[src/hdl/blimp_macros.svh]
/*
 * Blimp core sizing
 * Word width, request tag width and the first fetch address
 */

`ifndef BLIMP_MACROS_SVH
`define BLIMP_MACROS_SVH

// ----------------------------------------
// Datapath
// ----------------------------------------

// Data and address width
`define BLIMP_XLEN 32

// ----------------------------------------
// Memory interface
// ----------------------------------------

// Opaque tag carried by each instruction request
`define BLIMP_OPAQ_BITS 8

// First fetch address out of reset
`define BLIMP_RESET_PC 32'h0000_0000

`endif

[src/hdl/blimp_pkg.sv]
/*
 * Blimp core types
 * Opcode and FSM encodings plus the records passed between stages
 */

`default_nettype none

`include "blimp_macros.svh"

package blimp_pkg;

  // ----------------------------------------
  // Encodings
  // ----------------------------------------

  // Operations that reach execute
  typedef enum logic [1:0] {
    OP_ADD,
    OP_ADDI,
    OP_MUL
  } inst_op_e;

  // Fetch FSM
  typedef enum logic [1:0] {
    F_IDLE,
    F_WAIT,
    F_FULL
  } fetch_state_e;

  // Iterative multiplier
  typedef enum logic {
    M_IDLE,
    M_BUSY
  } mul_state_e;

  // ----------------------------------------
  // Records
  // ----------------------------------------

  // Instruction memory request and response
  typedef struct packed {
    logic [`BLIMP_XLEN-1:0]      addr;
    logic [`BLIMP_OPAQ_BITS-1:0] opaque;
  } mem_req_t;

  typedef struct packed {
    logic [`BLIMP_XLEN-1:0]      data;
    logic [`BLIMP_OPAQ_BITS-1:0] opaque;
  } mem_resp_t;

  // Buffered word and its address
  typedef struct packed {
    logic [`BLIMP_XLEN-1:0] pc;
    logic [`BLIMP_XLEN-1:0] inst;
  } fetch_t;

  // Operand b is rs2 or the immediate, already chosen
  typedef struct packed {
    inst_op_e               op;
    logic [`BLIMP_XLEN-1:0] pc;
    logic [4:0]             rd;
    logic [`BLIMP_XLEN-1:0] a;
    logic [`BLIMP_XLEN-1:0] b;
  } issue_t;

  // Register file write
  typedef struct packed {
    logic [4:0]             rd;
    logic [`BLIMP_XLEN-1:0] data;
  } wb_t;

  // One retired instruction
  typedef struct packed {
    logic [`BLIMP_XLEN-1:0] pc;
    logic [4:0]             waddr;
    logic [`BLIMP_XLEN-1:0] wdata;
    logic                   wen;
  } inst_trace_t;

endpackage

`default_nettype wire

[src/hdl/blimp_core.sv]
/*
 * Blimp core top level
 * Fetch, decode/issue and execute between memory and trace ports
 */

`timescale 1ns/10ps
`default_nettype none

module blimp_core import blimp_pkg::*; (
  input  wire logic      clk,
  input  wire logic      reset,
  // Instruction memory
  output logic           mem_req_val,
  input  wire logic      mem_req_rdy,
  output mem_req_t       mem_req,
  input  wire logic      mem_resp_val,
  input  wire mem_resp_t mem_resp,
  // Retired instructions
  output logic           trace_val,
  output inst_trace_t    trace
);

  // ----------------------------------------
  // Stage links
  // ----------------------------------------

  logic   fetch_val;
  fetch_t fetch;
  logic   fetch_take;
  logic   exe_busy;
  logic   issue_val;
  issue_t issue;
  logic   wb_val;
  wb_t    wb;

  fetch_unit fetch_unit_i (
    .clk          (clk),
    .reset        (reset),
    .mem_req_val  (mem_req_val),
    .mem_req_rdy  (mem_req_rdy),
    .mem_req      (mem_req),
    .mem_resp_val (mem_resp_val),
    .mem_resp     (mem_resp),
    .fetch_val    (fetch_val),
    .fetch        (fetch),
    .fetch_take   (fetch_take)
  );

  // Register file lives here
  decode_issue decode_issue_i (
    .clk        (clk),
    .reset      (reset),
    .fetch_val  (fetch_val),
    .fetch      (fetch),
    .fetch_take (fetch_take),
    .exe_busy   (exe_busy),
    .issue_val  (issue_val),
    .issue      (issue),
    .wb_val     (wb_val),
    .wb         (wb)
  );

  execute_unit execute_unit_i (
    .clk       (clk),
    .reset     (reset),
    .issue_val (issue_val),
    .issue     (issue),
    .exe_busy  (exe_busy),
    .wb_val    (wb_val),
    .wb        (wb),
    .trace_val (trace_val),
    .trace     (trace)
  );

endmodule

`default_nettype wire

[src/hdl/decode_issue.sv]
/*
 * Decode and issue
 * RV32 decode for ADDI, ADD and MUL, register file read and issue
 */

`timescale 1ns/10ps
`default_nettype none

`include "blimp_macros.svh"

module decode_issue import blimp_pkg::*; (
  input  wire logic   clk,
  input  wire logic   reset,
  input  wire logic   fetch_val,
  input  wire fetch_t fetch,
  output logic        fetch_take,
  input  wire logic   exe_busy,
  output logic        issue_val,
  output issue_t      issue,
  input  wire logic   wb_val,
  input  wire wb_t    wb
);

  // RV32 major opcodes and the M extension funct7
  localparam logic [6:0] OPC_OP_IMM = 7'b0010011;
  localparam logic [6:0] OPC_OP     = 7'b0110011;
  localparam logic [6:0] F7_BASE    = 7'b0000000;
  localparam logic [6:0] F7_MULDIV  = 7'b0000001;

  logic [`BLIMP_XLEN-1:0] rf [32];

  logic [`BLIMP_XLEN-1:0] inst;
  logic [6:0]             opcode;
  logic [2:0]             funct3;
  logic [6:0]             funct7;
  logic [4:0]             rd;
  logic [4:0]             rs1;
  logic [4:0]             rs2;
  logic [`BLIMP_XLEN-1:0] imm_i;
  logic [`BLIMP_XLEN-1:0] rs1_val;
  logic [`BLIMP_XLEN-1:0] rs2_val;
  logic                   is_addi;
  logic                   is_add;
  logic                   is_mul;
  logic                   legal;
  inst_op_e               op;

  // ----------------------------------------
  // Field extraction
  // ----------------------------------------

  assign inst   = fetch.inst;
  assign opcode = inst[6:0];
  assign rd     = inst[11:7];
  assign funct3 = inst[14:12];
  assign rs1    = inst[19:15];
  assign rs2    = inst[24:20];
  assign funct7 = inst[31:25];
  assign imm_i  = {{(`BLIMP_XLEN-12){inst[31]}}, inst[31:20]};

  assign is_addi = (opcode == OPC_OP_IMM) && (funct3 == 3'b000);
  assign is_add  = (opcode == OPC_OP) && (funct3 == 3'b000) && (funct7 == F7_BASE);
  assign is_mul  = (opcode == OPC_OP) && (funct3 == 3'b000) && (funct7 == F7_MULDIV);
  assign legal   = is_addi | is_add | is_mul;

  always_comb begin
    op = OP_ADDI;
    if (is_add) begin
      op = OP_ADD;
    end else if (is_mul) begin
      op = OP_MUL;
    end
  end

  // ----------------------------------------
  // Register file
  // ----------------------------------------

  // Execute never sends a write to x0
  always_ff @(posedge clk) begin
    if (wb_val) begin
      rf[wb.rd] <= wb.data;
    end
  end

  // x0 is zero, same-cycle writeback wins over the array
  assign rs1_val = (rs1 == 5'd0) ? '0 :
                   (wb_val && (wb.rd == rs1)) ? wb.data : rf[rs1];
  assign rs2_val = (rs2 == 5'd0) ? '0 :
                   (wb_val && (wb.rd == rs2)) ? wb.data : rf[rs2];

  // ----------------------------------------
  // Issue
  // ----------------------------------------

  // Take and issue together whenever execute is free
  assign fetch_take = fetch_val && !exe_busy;
  // Unknown words get dropped here
  assign issue_val  = fetch_take && legal;

  assign issue.op = op;
  assign issue.pc = fetch.pc;
  assign issue.rd = rd;
  assign issue.a  = rs1_val;
  assign issue.b  = is_addi ? imm_i : rs2_val;

  // Program holds only the supported instructions
  legal_inst_a: assert property (@(posedge clk) disable iff (reset)
    fetch_take |-> legal);

endmodule

`default_nettype wire

[src/hdl/execute_unit.sv]
/*
 * Execute unit
 * Single-cycle adder and shift-add multiplier, retires in order
 */

`timescale 1ns/10ps
`default_nettype none

`include "blimp_macros.svh"

module execute_unit import blimp_pkg::*; (
  input  wire logic   clk,
  input  wire logic   reset,
  input  wire logic   issue_val,
  input  wire issue_t issue,
  output logic        exe_busy,
  output logic        wb_val,
  output wb_t         wb,
  output logic        trace_val,
  output inst_trace_t trace
);

  mul_state_e             mul_state_r;
  logic [`BLIMP_XLEN-1:0] acc_r;
  logic [`BLIMP_XLEN-1:0] mcand_r;
  logic [`BLIMP_XLEN-1:0] mplier_r;
  logic [4:0]             bit_cnt_r;
  logic [`BLIMP_XLEN-1:0] acc_next;
  logic                   mul_done;
  logic                   is_mul;

  // Retirement record
  logic                   ret_val_r;
  logic [`BLIMP_XLEN-1:0] ret_pc_r;
  logic [4:0]             ret_rd_r;
  logic [`BLIMP_XLEN-1:0] ret_data_r;

  assign is_mul   = (issue.op == OP_MUL);
  assign acc_next = acc_r + (mplier_r[0] ? mcand_r : '0);
  // Bit 0 is done at issue, bit 31 on the last busy cycle
  assign mul_done = (mul_state_r == M_BUSY) && (bit_cnt_r == 5'd31);
  assign exe_busy = (mul_state_r == M_BUSY);

  // ----------------------------------------
  // Control
  // ----------------------------------------

  always_ff @(posedge clk) begin
    if (reset) begin
      mul_state_r <= M_IDLE;
      ret_val_r   <= 1'b0;
    end else begin
      ret_val_r <= (issue_val && !is_mul) || mul_done;
      case (mul_state_r)
        M_IDLE: begin
          if (issue_val && is_mul) begin
            mul_state_r <= M_BUSY;
          end
        end
        M_BUSY: begin
          if (mul_done) begin
            mul_state_r <= M_IDLE;
          end
        end
        default: mul_state_r <= M_IDLE;
      endcase
    end
  end

  // ----------------------------------------
  // Datapath
  // ----------------------------------------

  always_ff @(posedge clk) begin
    if (issue_val) begin
      ret_pc_r   <= issue.pc;
      ret_rd_r   <= issue.rd;
      // ADD and ADDI share the adder
      ret_data_r <= issue.a + issue.b;
      acc_r      <= issue.b[0] ? issue.a : '0;
      mcand_r    <= issue.a << 1;
      mplier_r   <= issue.b >> 1;
      bit_cnt_r  <= 5'd1;
    end else if (exe_busy) begin
      acc_r     <= acc_next;
      mcand_r   <= mcand_r << 1;
      mplier_r  <= mplier_r >> 1;
      bit_cnt_r <= bit_cnt_r + 5'd1;
      if (mul_done) begin
        ret_data_r <= acc_next;
      end
    end
  end

  // Writes to x0 retire without a register write
  assign wb_val  = ret_val_r && (ret_rd_r != 5'd0);
  assign wb.rd   = ret_rd_r;
  assign wb.data = ret_data_r;

  assign trace_val   = ret_val_r;
  assign trace.pc    = ret_pc_r;
  assign trace.waddr = ret_rd_r;
  assign trace.wdata = ret_data_r;
  assign trace.wen   = (ret_rd_r != 5'd0);

  // Decode holds off while the multiplier runs
  no_issue_busy_a: assert property (@(posedge clk) disable iff (reset)
    exe_busy |-> !issue_val);

endmodule

`default_nettype wire

[src/hdl/fetch_unit.sv]
/*
 * Fetch unit
 * Issues tagged instruction requests and buffers one word for decode
 */

`timescale 1ns/10ps
`default_nettype none

`include "blimp_macros.svh"

module fetch_unit import blimp_pkg::*; (
  input  wire logic      clk,
  input  wire logic      reset,
  output logic           mem_req_val,
  input  wire logic      mem_req_rdy,
  output mem_req_t       mem_req,
  input  wire logic      mem_resp_val,
  input  wire mem_resp_t mem_resp,
  output logic           fetch_val,
  output fetch_t         fetch,
  input  wire logic      fetch_take
);

  fetch_state_e                state_r;
  logic [`BLIMP_XLEN-1:0]      pc_r;
  logic [`BLIMP_OPAQ_BITS-1:0] tag_r;
  logic                        req_val_r;
  logic [`BLIMP_XLEN-1:0]      inst_r;
  logic [`BLIMP_XLEN-1:0]      next_pc;
  logic [`BLIMP_OPAQ_BITS-1:0] next_tag;
  logic                        take_now;
  logic                        resp_hit;

  assign next_pc  = pc_r + `BLIMP_XLEN'd4;
  assign next_tag = tag_r + 1'b1;
  assign take_now = (state_r == F_FULL) && fetch_take;

  // Response only counts once the request left and the tag matches
  assign resp_hit = mem_resp_val && (state_r == F_WAIT) && !req_val_r &&
                    (mem_resp.opaque == tag_r);

  // ----------------------------------------
  // Request port
  // ----------------------------------------

  // Next request goes out in the take cycle, then the register holds it
  assign mem_req_val    = req_val_r | take_now;
  assign mem_req.addr   = take_now ? next_pc : pc_r;
  assign mem_req.opaque = take_now ? next_tag : tag_r;

  always_ff @(posedge clk) begin
    if (reset) begin
      state_r   <= F_IDLE;
      pc_r      <= `BLIMP_RESET_PC;
      tag_r     <= '0;
      req_val_r <= 1'b0;
    end else begin
      case (state_r)
        // First request after reset
        F_IDLE: begin
          req_val_r <= 1'b1;
          state_r   <= F_WAIT;
        end
        F_WAIT: begin
          if (req_val_r && mem_req_rdy) begin
            req_val_r <= 1'b0;
          end
          if (resp_hit) begin
            state_r <= F_FULL;
          end
        end
        // Word held until decode takes it
        F_FULL: begin
          if (fetch_take) begin
            pc_r      <= next_pc;
            tag_r     <= next_tag;
            req_val_r <= !mem_req_rdy;
            state_r   <= F_WAIT;
          end
        end
        default: state_r <= F_IDLE;
      endcase
    end
  end

  // Instruction buffer
  always_ff @(posedge clk) begin
    if (resp_hit) begin
      inst_r <= mem_resp.data;
    end
  end

  assign fetch_val  = (state_r == F_FULL);
  assign fetch.pc   = pc_r;
  assign fetch.inst = inst_r;

  // Memory answers only accepted requests, with the outstanding tag
  resp_tag_a: assert property (@(posedge clk) disable iff (reset)
    mem_resp_val |-> (state_r == F_WAIT) && !req_val_r && (mem_resp.opaque == tag_r));

endmodule

`default_nettype wire

[config.mk]
export PLATFORM = sky130hd
export DESIGN_NAME = blimp_core
export DESIGN_NICKNAME = d
export VERILOG_FILES = /design/src/hdl/blimp_pkg.sv /design/src/hdl/blimp_core.sv /design/src/hdl/decode_issue.sv /design/src/hdl/execute_unit.sv /design/src/hdl/fetch_unit.sv
export VERILOG_INCLUDE_DIRS = /design/src /design/src/hdl
export SDC_FILE = /design/constraint.sdc
export NUM_CORES = 2
export LEC_CHECK = 0
export BUFFER_PORTS_ARGS = -buffer_cell sky130_fd_sc_hd__clkbuf_2
export CAP_MARGIN = 20
export CELL_PAD_IN_SITES_DETAIL_PLACEMENT = 2
export CELL_PAD_IN_SITES_GLOBAL_PLACEMENT = 2
export CORE_ASPECT_RATIO = 1.75
export CORE_MARGIN = 10
export CORE_UTILIZATION = 45
export DETAILED_ROUTE_END_ITERATION = 10
export PLACE_DENSITY = 0.85
export RECOVER_POWER = 50
export SLEW_MARGIN = 40
export SYNTH_ARGS = -nofsm -noshare
export SYNTH_HDL_FRONTEND = slang
export SYNTH_SLANG_ARGS = --single-unit
[constraint.sdc]
create_clock -name clk -period 6.8 [get_ports clk]
set_input_delay 2.04 -clock clk [delete_from_list [all_inputs] [get_ports clk]]
set_output_delay 2.04 -clock clk [all_outputs]
set_load 0.005 [all_outputs]
# == Word level (Yosys, flattened, before mapping) ==
# Memory sizes are Yosys's and may differ from the RTL's. A register that Yosys moved wholly into a read port is not among the register bits.
# Index checks and enable logic that the tools add are counted.
# totals
register_bits,245
ramBits,1024
input_bits,44
out_inout_bits,112
wordCells,105
n_memories,1
# classes
addsub,5
n_eq_ne,13
mux,33
n_bitwise,4
reduce_logical,35
# mem_list
name,words,width,read_ports,rd_ports_with_merged_regs,write_ports,line_no,text
decode_issue_i.rf,32,32,2,2,1,decode_issue.sv:30,logic [`BLIMP_XLEN-1:0] rf [32];
# op_table
cell,n
$mux W32,15
$add A32 B32 Y32,2
$mux W31,2
$add A32 B3 Y32 const B,1
$logic_and A1 B1 Y1,17
$eq A5 B5 Y1,2
$logic_not A5 Y1,2
$mux W5,2
$add A8 B1 Y8 const B,1
$eq A8 B8 Y1,1
$mux W2,4
$mux W8,1
$eq A7 B1 Y1 const B,1
$eq A7 B5 Y1 const B,1
$eq A7 B6 Y1 const B,1
$logic_not A7 Y1,1
$mux W1,6
$pmux W2 S3,1
$reduce_and A2 Y1,3
$add A5 B1 Y5 const B,1
$eq A5 B5 Y1 const B,1
$reduce_bool A5 Y1,1
$eq A2 B2 Y1 const B,2
$logic_not A1 Y1,4
other kinds (13),17

# == Logic depth before layout (Yosys ltp) ==
# depth
ltp_word,9
depth_mapped,21
ltp_nobuf,18

# == Hierarchy ==
# Synthesis repeated with hierarchy kept, for this count alone.
# hier_totals
hier_cells,3692
hier_area_um2,62078.3
# by_module_without_submodules
mod,n_inst,cells_each,area_each_um2,seq_area_each_um2
decode_issue,1,2457,48371.4,30749.5
execute_unit,1,935,10497.6,5034.8
fetch_unit,1,300,3209.3,1781.7

# == Least setup slack after synthesis ==
# OpenSTA, ideal clock, no wires.
# synth_timing
path_type,input-to-reg
start,in mem_resp[6] (netlist bit)
end,"reg fetch_unit_i.inst_r[0], enable pin"
setup_ns,0.461
arrival_ns,4.549
required_ns,6.339
setup_slack_ns,1.790
stages,3
path_buffers,0
cell_sequence,xnor2_1 > nand4_1 > nor3_1
# synth_via
elab_chain_len,2
# synth_lines
item,line_no,text
"start, declared",blimp_core.sv:17,"input wire mem_resp_t mem_resp,"
$eq A8 B8 Y1,fetch_unit.sv:40,(mem_resp.opaque == tag_r);
$logic_and A1 B1 Y1,fetch_unit.sv:39,assign resp_hit = mem_resp_val && (state_r == F_WAIT) && !req_val_r &&
via fetch_unit_i.resp_hit,fetch_unit.sv:32,logic resp_hit;
"end signal, assigned",fetch_unit.sv:89,inst_r <= mem_resp.data;
"end, declared",fetch_unit.sv:28,logic [`BLIMP_XLEN-1:0] inst_r;
# The timed path passes the listed nets, and every way through them passes these cells.
# A chain may end at the register's enable or synchronous reset.

==> reports/metrics.cfg <==
[finish]
drive_above_1_share_pct = 31.7
finish.utilization_pct = 51.1
final_net_count = 3703
syn2layout_area_growth_pct = 12.5

[logic_synthesis]
synth_edf_count = 1217
number_of_warning_messages_in_the_yosys_log = 0
postSynthRegisterBits = 1275
syn_area_per_cell_um2 = 18.2
synth_ff_type = sky130_fd_sc_hd__edfxtp_1
post_synth_num_cell_types = 70
sequential_share_of_the_synthesized_area_pct = 61.8
synth.top_cell.area_share_pct = 59.9
synth.cell_area_um2 = 61000
cell_types_with_the_largest_area_share_after_synthesis = sky130_fd_sc_hd__edfxtp_1, sky130_fd_sc_hd__mux4_2, sky130_fd_sc_hd__dfxtp_1
postSynthCellCount = 3359
share_of_synthesized_registers_carrying_an_async_set_or_reset_pct = 0
yosysTopAreaCell = sky130_fd_sc_hd__edfxtp_1

[floorplanning]
die_width_um = 298
top_level_ports = 156
rows = 178
floorplan.die.height_um = 507
placeableCoreArea_um2 = 135000
floorplan.initialDensity_pct = 45.4
dieArea_um2 = 151000

[global_routing]
first_global_vias = 42700
grt_first_pass_wirelength_um = 339000
globalRoute.totalOverflow = 0
grt_antenna_before_repair = 7
largest_net_degree_at_the_start_of_global_routing = 85
total_routing_usage_reported_by_global_routing_pct = 31.3

[timing]
max-slew-margin-rel_pct = -199
finalClockSkew_ns = 0.0313
final.period_utilization_pct = 96.6
setup_viol = 0
setup_tns_ns = 0
fmax_ghz = 0.152
report.final.slew_viol_count = 1250
timing_hold_violations_final = 0
layout_min_cycle_time_ns = 6.57
grt_setup_unrepaired = false
worst_pin_slew_ns = 4.48

[critical_path]
reg2reg_setup_slack_ns = 0.23
timing.critical_path.to_type = flip-flop
timing.critical_path.required_ns = 7.30
critical_register_to_register_path_endpoint = execute_unit_i.ret_data_r[30]$_DFFE_PP_
worst-r2r-cell-count = 18
crit_arrival_ns = 7.07
path_max_fanout = 36
crit_type = flip-flop to flip-flop
start_kind = flip-flop

[outcome]
run_status = finished, violations left
failed_checks = capacitance limit, slew limit

[route]
detailroute.wirelength.met2_um = 117000
antenna_violating_nets_post_route = 0
route.detailed.vias_per_inst = 7.12
drt-wirelength-per-cell_um = 43.3
drc = 0
vias = 39100
highest_metal_layer_with_signal_wires = met5
detailroute.wirelength.met3_um = 24500
detail_route.wirelength.met1_um = 75600
routed_wl_um = 238000
drt_first_iter_violations = 5439
first_pass_iters = 5

[job]
maxCapViolCount = 37

[cts]
tritoncts_num_sinks = 1275
clk-insertion-delay-late_ns = 0.78
clock_buffer_depth = 3
cts_made_buffers = 114
ctsResizeCount = 0
cts-hold-fix-buffers = 0
clock_tree_from_tritoncts = built
post-cts-setup-buffers = 0
clock_tree.htree_level_count = 3
clk_root_buffer_cell = sky130_fd_sc_hd__clkbuf_16
path_clk_slew_ns = 0.08

[place]
port_buffers = 151
gp_congestion = 0.870
post-dp-hpwl_um = 135000

[hold_path]
hold_start = fetch_unit_i.inst_r[10]$_DFFE_PP_
hold_path_end = execute_unit_i.ret_rd_r[3]$_DFFE_PP_
min_path_type = flip-flop to flip-flop
hold_depth = 0

[power]
total_power_per_unit_cell_area_nw_per_um2 = 229
ir_drop_uv = 205
leakage_nw = 22.6
fin_total_pwr_mw = 15.7

-- area by class of cell --
cell class / instances / area, um^2
Tap cell: 1800 / 2250
Sequential cell: 1275 / 37700
Timing Repair Buffer: 305 / 2030
Clock inverter: 81 / 937
Multi-Input combinational cell: 1851 / 22500
Antenna cell: 4 / 10.0
Clock buffer: 134 / 3080
Inverter: 45 / 171
Fill cell: 11900 / 65800
-- stage by stage --
stage | hold slack [ns] | cell area (um^2) | setup slack (ns) | std cells
finish | 0.434 | 68700 | 0.233 | 5495
detailed placement | 0.412 | 65000 | 0.826 | 5275
global route | 0.447 | 68700 | 0.0280 | 5494
CTS | 0.434 | 69000 | 0.321 | 5490
floorplan | 0.400 | 61200 | 1.79 | 3394
global placement | 0.403 | 64600 | 0.753 | 5253
-- worst max-delay path, cell delays in order (launching register included) --
cell                       delay [ns]
sky130_fd_sc_hd__dfxtp_4         0.67
sky130_fd_sc_hd__buf_12          0.36
sky130_fd_sc_hd__buf_4           0.29
sky130_fd_sc_hd__mux4_2          0.52
sky130_fd_sc_hd__mux4_2          0.53
sky130_fd_sc_hd__mux2i_1         0.51
sky130_fd_sc_hd__nand2_1         0.18
sky130_fd_sc_hd__o211ai_2        0.18
sky130_fd_sc_hd__nand2_1         0.14
sky130_fd_sc_hd__ha_1            0.42
sky130_fd_sc_hd__a21oi_1         0.28
sky130_fd_sc_hd__nand2_1         0.13
sky130_fd_sc_hd__a211oi_1        0.47
sky130_fd_sc_hd__o21ai_1         0.25
sky130_fd_sc_hd__a211oi_1        0.46
sky130_fd_sc_hd__o31a_1          0.30
sky130_fd_sc_hd__o21ai_1         0.12
sky130_fd_sc_hd__xnor2_1         0.28
sky130_fd_sc_hd__o21ai_1         0.12
-- state kept, by name, indices dropped and copies added (netlist names), named ones only --
| register | count |
|---|---|
| execute_unit_i.ret_rd_r | 5 |
| fetch_unit_i.inst_r | 32 |
| execute_unit_i.ret_data_r | 32 |
| execute_unit_i.mplier_r | 31 |
| fetch_unit_i.pc_r | 30 |
| execute_unit_i.ret_pc_r | 30 |
| execute_unit_i.acc_r | 32 |
| fetch_unit_i.state_r | 2 |
| execute_unit_i.trace_val | 1 |
| fetch_unit_i.req_val_r | 1 |
| execute_unit_i.exe_busy | 1 |
| decode_issue_i.rf | 1024 |
| execute_unit_i.mcand_r | 31 |
| execute_unit_i.bit_cnt_r | 5 |
| fetch_unit_i.tag_r | 8 |
-- power breakdown --
part	switching (mW)	internal [mW]	total, mW	leakage, nW
Sequential	0.00636	8.46	8.47	11.4
Clock	3.31	3.89	7.19	1.92
Combinational	0.0412	0.0284	0.0696	9.21
-- logic make-up after synthesis --
logic type                 after synthesis  synth area share, %
and+or+nand+nor                        552                 4.27
DFF                                   1275                 61.8
buffers and inverters                  268                 2.10
muxes                                  723                 24.9
adders and majority gates               67                 1.40
AOI/OAI and AO/OA                      366                 4.00
xor gates and xnor gates               107                 1.54
other                                    1              0.00614
-- cells in the mapped netlist (19+ instances only) --
| cell type | n |
|---|---|
| sky130_fd_sc_hd__buf_4 | 19 |
| sky130_fd_sc_hd__buf_6 | 19 |
| sky130_fd_sc_hd__o21ai_0 | 42 |
| sky130_fd_sc_hd__edfxtp_1 | 1217 |
| sky130_fd_sc_hd__buf_2 | 50 |
| sky130_fd_sc_hd__xnor2_1 | 67 |
| sky130_fd_sc_hd__a21o_1 | 32 |
| sky130_fd_sc_hd__nand3_1 | 30 |
| sky130_fd_sc_hd__mux2i_1 | 75 |
| sky130_fd_sc_hd__a21oi_1 | 63 |
| sky130_fd_sc_hd__nor2_1 | 119 |
| sky130_fd_sc_hd__nand2_1 | 228 |
| sky130_fd_sc_hd__inv_1 | 42 |
| sky130_fd_sc_hd__and2_1 | 39 |
| sky130_fd_sc_hd__nor2b_1 | 44 |
| sky130_fd_sc_hd__dfxtp_1 | 58 |
| sky130_fd_sc_hd__mux4_2 | 635 |
| sky130_fd_sc_hd__o211ai_1 | 31 |
| sky130_fd_sc_hd__o21ai_1 | 69 |
| sky130_fd_sc_hd__clkbuf_1 | 109 |
| sky130_fd_sc_hd__o211ai_2 | 30 |
| sky130_fd_sc_hd__xor2_1 | 40 |
| sky130_fd_sc_hd__ha_1 | 65 |
| sky130_fd_sc_hd__buf_1 | 26 |
| sky130_fd_sc_hd__a31oi_1 | 39 |
-- routing by layer --
| layer | vias to the layer above | GRT usage, % |
|---|---|---|
| met4 | 8 | 23.0 |
| met1 | 20600 | 35.8 |
| met3 | 1008 | 6.86 |
| li1 | 14400 | - |
| met5 | - | 0 |
| met2 | 3138 | 51.4 |
-- worst max-delay path by stage --
stage	start	depth (start not counted)	slack, ns	to
6_report	flip-flop	18	0.23	execute_unit_i.ret_data_r[30]$_DFFE_PP_
5_1_grt	execute_unit_i.ret_rd_r[2]$_DFFE_PP_	19	0.03	execute_unit_i.ret_data_r[30]$_DFFE_PP_
4_1_cts	flip-flop	17	0.32	execute_unit_i.ret_data_r[30]$_DFFE_PP_
3_5_place_dp	execute_unit_i.ret_rd_r[2]$_DFFE_PP_	18	0.83	execute_unit_i.ret_data_r[30]$_DFFE_PP_
3_3_place_gp	execute_unit_i.ret_rd_r[2]$_DFFE_PP_	17	0.75	execute_unit_i.ret_data_r[28]$_DFFE_PP_
2_1_floorplan	mem_resp[6]	3	1.79	fetch_unit_i.inst_r[0]$_DFFE_PP_
-- cells in the final DEF, fill, tap and decap left out, types with 31 or more instances in the layout --
| cell type | n |
|---|---|
| sky130_fd_sc_hd__clkbuf_1 | 77 |
| sky130_fd_sc_hd__o21ai_0 | 42 |
| sky130_fd_sc_hd__clkbuf_2 | 133 |
| sky130_fd_sc_hd__conb_1 | 36 |
| sky130_fd_sc_hd__buf_4 | 71 |
| sky130_fd_sc_hd__xor2_1 | 40 |
| sky130_fd_sc_hd__and2_1 | 39 |
| sky130_fd_sc_hd__edfxtp_1 | 1217 |
| sky130_fd_sc_hd__nand2_1 | 227 |
| sky130_fd_sc_hd__dfxtp_1 | 48 |
| sky130_fd_sc_hd__a21o_1 | 32 |
| sky130_fd_sc_hd__ha_1 | 65 |
| sky130_fd_sc_hd__nor2_1 | 95 |
| sky130_fd_sc_hd__o21ai_1 | 68 |
| sky130_fd_sc_hd__a31oi_1 | 38 |
| sky130_fd_sc_hd__o211ai_1 | 31 |
| sky130_fd_sc_hd__clkbuf_16 | 118 |
| sky130_fd_sc_hd__xnor2_1 | 67 |
| sky130_fd_sc_hd__nor2b_1 | 44 |
| sky130_fd_sc_hd__mux4_2 | 635 |
| sky130_fd_sc_hd__mux2i_1 | 72 |
| sky130_fd_sc_hd__a21oi_1 | 62 |
| sky130_fd_sc_hd__inv_1 | 42 |
Note: power is estimated with default switching activity, not from simulation.
